<file path="config.mk">
export PLATFORM = sky130hd
export DESIGN_NAME = icache_tag_array
export DESIGN_NICKNAME = d
export VERILOG_FILES = /design/src/common/icache_pkg.sv /design/src/icache/icache_tag_array.sv
export VERILOG_INCLUDE_DIRS = /design/src /design/src/common
export SDC_FILE = /design/constraint.sdc
export NUM_CORES = 1
export LEC_CHECK = 0
export ABC_AREA = 1
export BUFFER_PORTS_ARGS = -buffer_cell sky130_fd_sc_hd__buf_2
export CORE_AREA = 10 10 344 346
export CTS_BUF_LIST = sky130_fd_sc_hd__clkbuf_2
export DETAILED_ROUTE_END_ITERATION = 12
export DIE_AREA = 0 0 354 356
export GPL_TIMING_DRIVEN = 0
export SLEW_MARGIN = 20
export SYNTH_ARGS = -nofsm -noshare
export SYNTH_HDL_FRONTEND = slang
export SYNTH_SLANG_ARGS = --single-unit
</file>
<file path="constraint.sdc">
create_clock -name clk -period 2.9 [get_ports clk]
set_input_delay 0.29 -clock clk [delete_from_list [all_inputs] [get_ports clk]]
set_output_delay 0.29 -clock clk [all_outputs]
set_load 0.02 [all_outputs]
</file>
<file path="src/common/icache_settings.svh">
`ifndef ICACHE_SETTINGS_SVH
`define ICACHE_SETTINGS_SVH

// cache geometry
`define ICACHE_WAYS 2
`define ICACHE_SETS 16

// 32-bit beats per line
`define ICACHE_BEATS 4

// address split: tag | index | byte offset in line
`define ICACHE_OFFSET_BITS 4
`define ICACHE_INDEX_BITS 4
`define ICACHE_TAG_BITS 24

`endif

</file>
<file path="src/common/icache_pkg.sv">
`default_nettype none

`include "icache_settings.svh"

package icache_pkg;

	typedef logic [`ICACHE_INDEX_BITS-1:0] index_t;
	typedef logic [`ICACHE_TAG_BITS-1:0] tag_t;
	typedef logic [$clog2(`ICACHE_BEATS)-1:0] offset_t;
	typedef logic [`ICACHE_WAYS-1:0] way_vec_t;
	typedef logic [$clog2(`ICACHE_WAYS)-1:0] way_idx_t;

	typedef enum logic [1:0] {
		BURST_FIXED = 2'b00,
		BURST_INCR  = 2'b01,
		BURST_WRAP  = 2'b10
	} burst_t;

	typedef enum logic [2:0] {
		IDLE,
		WAIT_ARREADY,
		RECEIVING,
		DRAIN,
		FINISH
	} ctrl_state_t;

	typedef struct packed {
		logic        read;
		logic        flush;
		logic        stall_req;
		logic [31:0] address;
	} fetch_req_t;

	typedef struct packed {
		logic        stall;
		logic        valid;
		logic [31:0] rddata;
	} fetch_resp_t;

	// control half of the fetch response
	typedef struct packed {
		logic stall;
		logic valid;
	} fetch_ctl_t;

	typedef struct packed {
		logic        arvalid;
		logic [31:0] araddr;
		logic [7:0]  arlen;
		logic [2:0]  arsize;
		burst_t      arburst;
		logic        rready;
	} bus_req_t;

	typedef struct packed {
		logic        arready;
		logic        rvalid;
		logic        rlast;
		logic [31:0] rdata;
	} bus_resp_t;

	typedef struct packed {
		logic valid;
		tag_t tag;
	} tag_entry_t;

	typedef logic [`ICACHE_BEATS-1:0][31:0] line_t;

	function automatic index_t addr_index(input logic [31:0] addr);
		return addr[`ICACHE_OFFSET_BITS +: `ICACHE_INDEX_BITS];
	endfunction

	function automatic tag_t addr_tag(input logic [31:0] addr);
		return addr[31 -: `ICACHE_TAG_BITS];
	endfunction

	// word within the line
	function automatic offset_t addr_offset(input logic [31:0] addr);
		return addr[`ICACHE_OFFSET_BITS-1:2];
	endfunction

endpackage

`default_nettype wire

</file>
<file path="src/icache/icache_tag_array.sv">
`timescale 1ns/1ps
`default_nettype none

`include "icache_settings.svh"

module icache_tag_array (
	input  logic                 clk,
	input  logic                 rst,
	input  icache_pkg::index_t   index,
	input  icache_pkg::way_vec_t we,
	input  icache_pkg::tag_t     wtag,
	input  icache_pkg::tag_t     lookup_tag,
	output icache_pkg::way_vec_t hit
);
	import icache_pkg::*;

	for (genvar w = 0; w < `ICACHE_WAYS; w++) begin : gen_way
		tag_entry_t mem [`ICACHE_SETS];
		tag_entry_t rd_entry;

		always_ff @(posedge clk) begin
			if (rst) begin
				for (int s = 0; s < `ICACHE_SETS; s++) begin
					mem[s] <= '0;
				end
				rd_entry <= '0;
			end else begin
				if (we[w]) begin
					mem[index] <= '{valid: 1'b1, tag: wtag};
				end
				// read-first, a fill shows up on the next read
				rd_entry <= mem[index];
			end
		end

		assign hit[w] = rd_entry.valid && (rd_entry.tag == lookup_tag);
	end

endmodule

`default_nettype wire

</file>
# Yosys cells after proc, flatten, opt, wreduce, memory -nomap -nowiden
# Memories as Yosys holds them, arrays and structs flattened. A register that Yosys moved wholly into a read port is not among the register bits.
# Index checks and enable logic that the tools add are counted.
# Widths: inputs -> output; s select.
# classes
n_reduce_logical	4
n_mux	14
n_shift	0
n_eq_ne	2
div	0
addsub	0
n_mul	0
bitwise	0
n_lt_le_gt_ge	0
# ops
cell	n
$mux 25	2
$reduce_or 25->1	2
$eq 24x24->1	2
$mux 1	10
$mux 4	2
$logic_and 1x1->1	2
# totals
register_bits	0
latchBits	0
in_bits	56
ram_bits	800
mem_count	2
mem_bits_ro	0
# memory_table
memory	words	width	read_ports	rd_clocked_by_memory_dff	wr	line	rtl
gen_way[0].mem	16	25	1	1	16	icache_tag_array.sv:18	tag_entry_t mem [`ICACHE_SETS];
gen_way[1].mem	16	25	1	1	16	icache_tag_array.sv:18	

# Logic depth before layout (Yosys ltp)
# Gate-level depths: netlist of run 1.
# depth
depth_word	5
mapped_depth	13

# Worst setup path before layout of run 1
# No wires, ideal clock.
# synth_path
path_kind	input to register
start	input port index[0]
end	memory gen_way[0].mem[13][0] (netlist name), enable pin
cell_stages	8
arrival_ns	1.846
setup_ns	0.381
slack_ns	0.673
path_buffers	4
cell_sequence	buf_4 > inv_2 > buf_4 > buf_6 > nor2_8 > nand3_4 > buf_2 > nand2_1
# synth_lines
element	line	rtl
start, declared	icache_tag_array.sv:9	input icache_pkg::index_t index,
end, declared	icache_tag_array.sv:18	

==> results of run 1 <==
-- flip-flops by register name, summed over array words and instances (netlist names) --
signal / cells
gen_way.mem: 800
gen_way.rd_entry: 50
-- cell type report --
type / instances / area (um2)
tap: 1500 / 1880
timing repair buffer: 119 / 926
clock buffer: 308 / 1540
antenna: 6 / 15.0
sequential: 850 / 24700
clock inverter: 68 / 330
fill: 11400 / 68000
inverter: 63 / 236
multi-input combinational: 3229 / 12600
buffer: 308 / 1310
-- through the flow --
step / TNS, ns / setup WS (ns)
after floorplan: 0 / 0.673
after global placement: -339.24 / -0.993
after detailed placement: -155.99 / -0.557
after CTS: -0.0912 / -0.0912
after global routing: -0.191 / -0.150
final: 0 / 0.0470
-- critical path, stage by stage --
cell,delay (ns)
dlygate4sd3_1,0.52
dlygate4sd3_1,0.55
buf_2,0.47
nor2_4,0.17
buf_6,0.21
nand3_2,0.20
clkbuf_1,0.63
nand2_2,0.74
-- kinds of logic after synthesis --
| family | after synthesis | share of synthesized area (%) |
|---|---|---|
| AO/OA/AOI/OAI | 27 | 0.368 |
| AND/OR/NAND/NOR | 3184 | 31.5 |
| flip-flops | 850 | 63.7 |
| buffers and inverters | 371 | 3.99 |
| XOR/XNOR | 18 | 0.406 |
-- power breakdown --
part	total, mW	switching, mW	internal [mW]
clock network	8.12	5.09	3.03
logic	2.78	2.13	0.646
registers	14.2	0.200	14.0
-- cells in the mapped netlist --
library cell	n	area share (%)
nand2_1	2243	22
nor2_1	897	8.7
edfxtp_1	768	59
clkbuf_1	184	1.8
buf_2	84	1.1
dfxtp_1	82	4.2
inv_1	60	0.58
buf_1	30	0.29
o21ai_0	24	0.31
nand3_2	17	0.44
xnor2_1	14	0.32
nand3_1	11	0.14
nand3_4	8	0.36
buf_4	7	0.14
nor2_4	4	0.12
xor2_1	4	0.090
buf_6	3	0.087
inv_2	3	0.029
or2_2	3	0.048
o211ai_1	2	0.039
a21boi_0	1	0.019
nor2_8	1	0.052
-- metal layers --
layer  vias up  track usage [%]  share of wire [%]
li1      14700                -                  -
met1     15300             28.0                 41
met2      1617             32.7                 45
met3       274             5.04                 11
met4         6             7.62                3.2
met5         -                0              0.034
-- path summary, 6_finish.rpt --
kind                    startpoint                      to  cells after the start
max reg2reg  gen_way[1].mem[13][7]  gen_way[1].rd_entry[7]                      8
max                            rst  gen_way[1].mem[15][19]                      8
min                       index[1]    gen_way[0].mem[3][1]                      6
min reg2reg  gen_way[1].mem[7][24]   gen_way[1].mem[7][24]                      2
-- repair_timing --
item                                    4_1_cts  5_1_grt
hold endpoints to repair                    843        0
endpoints found under the setup margin        2       22
cloned                                        0        0
hold buffers                                 65        0
gates resized for setup                       7       10
pin swaps                                     0        7
==> results.py, run 1 <==
metrics = {
    "power": {
        "powerDensity_nw_per_um2": 577,
        "ir_drop_v": 0.000388,
        "p_leak_nw": 19.4,
        "design_power_total_mw": 25.1,
    },
    "clock_network": {
        "clk_pin_slew_worst_paths_ns": 0.11,
        "cts_buffer_depth": 3,
        "numCtsBuffers": 213,
        "cts_tree": "yes",
        "cts_sinks": 850,
        "htree_levels": 4,
        "insertion_delay_ns": 1.52,
        "cts_setup_buffers": 0,
        "cts_root_buffer": "clkbuf_2",
    },
    "critical_path": {
        "cp.required_ns": 3.89,
        "r2r_setup_slack_ns": 1.12,
        "cp_max_fo": 24,
        "cp.arrival_ns": 3.84,
        "worstSetupPathType": "in2reg",
        "cp-end-kind": "flop",
        "start_kind": "primary input",
    },
    "timing": {
        "rsz0062_at_grt": "true",
        "hold_viol_final": 0,
        "worst_pin_slew_ns": 1.27,
        "slew_violations": 0,
        "skew_ns": 0.142,
        "setup_viol": 0,
        "finalHoldWorstSlack_ns": 0.163,
        "max_slew_margin_pct": 15.2,
        "period_minus_slack_ns": 2.85,
        "period_share_pct": 98.4,
        "fmax_ghz": 0.351,
    },
    "layout": {
        "nets": 4840,
        "layout_common_cells": "nand2_1 (2215), nor2_1 (897), edfxtp_1 (768)",
        "syn2layout_area_growth_pct": 12.3,
        "layout_commonest_cell": "nand2_1",
        "fin_util_pct": 39.0,
        "final_cell_area_um2": 43600,
        "drive_gt1_share_pct": 11.0,
        "stdcell_count": 6451,
    },
    "routing": {
        "vias": 31900,
        "ant_nets": 0,
        "vias_per_cell": 4.94,
        "wl_per_cell_um": 21.2,
        "drtIter0Drc": 3979,
        "route.detailed.drc": 0,
        "totalWireLength_um": 136000,
        "first_pass_iters": 6,
    },
    "floorplan": {
        "rows": 123,
        "dieArea_um2": 126000,
        "io_pins": 58,
        "core_um2": 112000,
        "die_w_um": 354,
        "fp.dieH_um": 356,
        "start_util_pct": 34.8,
    },
    "logic_synthesis": {
        "postSynthCellCount": 4450,
        "syn_area_um2": 38800,
        "synthDistinctLibCells": 22,
        "avgSynthCellArea_um2": 8.72,
        "ys_seq_elements": 850,
        "synthesis.nets": 4506,
        "ys_seq_area_share_pct": 63.7,
        "synth_warnings": 0,
    },
    "flow_run": {
        "drv_cap": 0,
    },
    "placed_design": {
        "numPortBuffers": 54,
        "postPlaceCellArea_um2": 41000,
        "place.gp.congestion": 0.940,
        "hpwl_um": 95300,
        "dp.cells": 6004,
    },
    "outcome": {
        "status": "finished, final reports clean",
    },
    "global_route": {
        "globalRouteTotalUtil_pct": 20.9,
        "grt_max_degree": 25,
        "antenna_found_initial": 9,
        "grt_pass1_vias": 29600,
        "grt_pass1_wl_um": 193000,
        "overflow": 0,
    },
    "hold_path": {
        "hold_path.class": "in2reg",
    },
}
Note: power is estimated with default switching activity, not from simulation.
==> run 2: changes to the inputs <==
CORE_AREA = 10 10 277 279   (was 10 10 344 346)
DIE_AREA = 0 0 287 289   (was 0 0 354 356)
PLACE_DENSITY = 0.71   (was not set)
==> results.py, run 2 (synthesized netlist as in run 1, its figures left out) <==
metrics = {
    "placed_design": {
        "place.gp.congestion": 0.969,
        "numPortBuffers": 54,
        "hpwl_um": 87600,
    },
    "layout": {
        "syn2layout_area_growth_pct": 10.7,
        "layout_common_cells": "nand2_1 (2215), nor2_1 (895), edfxtp_1 (768)",
        "largest_register": "gen_way.mem",
        "drive_gt1_share_pct": 11.9,
        "layout_commonest_cell": "nand2_1",
        "reg_top3": "gen_way.mem (800), gen_way.rd_entry (50)",
        "fin_util_pct": 60.4,
        "nets": 4840,
        "largest_reg_flops": 800,
    },
    "global_route": {
        "grt_pass1_vias": 30200,
        "top_usage_layer": "met2",
        "gr-usage-met3_pct": 7.82,
        "globalRouteTotalUtil_pct": 30.3,
        "grt_pass1_wl_um": 183000,
        "use_met1_pct": 37.8,
        "grt_max_degree": 25,
        "overflow": 0,
        "use_met2_pct": 47.5,
        "antenna_found_initial": 2,
    },
    "timing": {
        "finalHoldWorstSlack_ns": 0.224,
        "worst_pin_slew_ns": 1.14,
        "layout_setup_ws_ns": -0.194,
        "slew_violations": 0,
        "fin_setup_tns_ns": -7.70,
        "period_minus_slack_ns": 3.09,
        "rsz0062_at_grt": "true",
        "hold_viol_final": 0,
        "max_slew_margin_pct": 23.9,
        "fmax_ghz": 0.323,
        "period_share_pct": 107,
        "setup_viol": 49,
        "skew_ns": 0.0829,
    },
    "critical_path": {
        "cp-startpoint": "rst",
        "cp.required_ns": 3.79,
        "cp_slowest_cell": "nand2_1",
        "start_kind": "primary input",
        "cp_max_fo": 24,
        "r2r_setup_slack_ns": 1.16,
        "crit_path_cell_trace": "dlygate4sd3_1 -> buf_2 -> dlygate4sd3_1 -> inv_2 -> clkbuf_1 -> nand2_1",
        "r2r_end": "gen_way[1].rd_entry[2]",
        "crit_family": "buffers and inverters",
        "critPathMaxStageDelay_ns": 0.93,
        "crit_cells": 6,
        "worstSetupPathType": "in2reg",
        "crit_top_cell": "dlygate4sd3_1",
        "cp.arrival_ns": 3.99,
        "critPathCapture": "gen_way[0].mem[15][15]",
        "critPathBufInv": 5,
        "cp-end-kind": "flop",
        "r2r_cells": 8,
        "reg2reg_from": "gen_way[1].mem[7][2]",
    },
    "routing": {
        "wl_per_cell_um": 21.6,
        "vias_per_cell": 5.48,
        "totalWireLength_um": 127000,
        "drtIter0Drc": 4117,
        "ant_nets": 0,
        "first_pass_iters": 6,
        "route.detailed.drc": 0,
        "vias": 32300,
    },
    "clock_network": {
        "cts_root_buffer": "clkbuf_2",
        "cts_tree": "yes",
        "numCtsBuffers": 210,
        "clk_pin_slew_worst_paths_ns": 0.09,
        "cts_sinks": 850,
        "htree_levels": 4,
        "insertion_delay_ns": 1.50,
        "cts_buffer_depth": 3,
    },
    "flow_run": {
        "drv_cap": 0,
    },
    "power": {
        "clockPowerShare_pct": 32.4,
        "p_int_mw": 17.9,
        "p_leak_nw": 19.5,
        "pwr-share-comb_pct": 10.9,
        "swShare_pct": 28.8,
        "seqPwrFrac_pct": 56.7,
        "switchingPower_mw": 7.23,
        "ir_drop_v": 0.000376,
        "powerDensity_nw_per_um2": 584,
    },
    "floorplan": {
        "rows": 98,
        "io_pins": 58,
        "dieArea_um2": 82900,
        "fp.dieH_um": 289,
        "core_um2": 71100,
        "start_util_pct": 54.5,
        "die_w_um": 287,
    },
    "hold_path": {
        "hold_path.class": "in2reg",
        "worstHoldStart": "index[1]",
    },
    "outcome": {
        "status": "complete, but fails checks",
        "violations": "setup timing",
    },
}
## run 2: changes by cell type in the layout (fill, tap and decap cells not counted), moves of 2 or more
cell and change:
nor2_1 -2, clkinv_1 -29, diode_2 -5, inv_1 -2, inv_2 +4, clkbuf_2 +26
nor2_2 +2, dfxtp_1 -9, o21ai_0 -7, o21ai_1 +7, dfxtp_2 +9, dlygate4sd3_1 +3
## run 2: timing repair
action                                  4_1_cts  5_1_grt
endpoints found under the setup margin        2       98
resized for setup                            16       24
gates cloned                                  0        0
setup buffers                                 0        0
hold endpoints to repair                    850        0
hold buffers                                 68        0
pin swaps                                    10       16
## run 2: area by class of cell
class / instances / area [um2]
Inverter: 63 / 236
Buffer: 308 / 1310
Timing Repair Buffer: 122 / 960
Sequential cell: 850 / 24700
Tap cell: 950 / 1190
Clock buffer: 334 / 1670
Antenna cell: 1 / 2.50
Fill cell: 6377 / 28200
Clock inverter: 40 / 221
Multi-Input combinational cell: 3229 / 12600
## run 2: metrics by stage
step / worst slack, ns / power, mW / std cells / cell area (um2)
after floorplan: 0.673 / 16.0 / 4450 / 38800
after global placement: -0.703 / 17.0 / 5454 / 40200
after detailed placement: -0.495 / 17.1 / 5454 / 40300
after CTS: -0.0690 / 25.0 / 5896 / 42900
after global routing: -0.127 / 25.9 / 5897 / 42900
final: -0.194 / 25.1 / 5897 / 42900
## run 2: how the worst min path moves through the flow
stage | to | slack [ns] | cells past startpoint
3_3_place_gp | gen_way[0].mem[1][24] | 0.44 | 2
5_1_grt | gen_way[1].mem[1][4] | 0.18 | 5
3_5_place_dp | gen_way[0].mem[3][24] | 0.44 | 2
6_report | gen_way[1].mem[6][2] | 0.22 | 6
4_1_cts | gen_way[1].mem[1][4] | 0.04 | 5
2_1_floorplan | gen_way[0].mem[13][24] | 0.43 | 2
## run 2: power groups by stage
stage                     registers [mW]  logic, mW  clock network (mW)
after floorplan                     14.4       1.54                   0
after global placement              14.5       2.52                   0
after detailed placement            14.5       2.56                   0
after CTS                           14.2       2.64                8.12
after global routing                14.3       2.93                8.71
final                               14.2       2.74                8.14
## run 2: metal layers
metal | wire [um] | up-vias
li1 | - | 14800
met1 | 47200 | 15000
met2 | 57100 | 2095
met3 | 15100 | 413
met4 | 8090 | 0
met5 | 0 | -
## run 2: worst min-delay path, cell delays in order
cell	delay, ns
dlygate4sd3_1	0.53
buf_4	0.17
inv_1	0.12
nor2_4	0.13
nand3_2	0.20
nor2_1	0.05
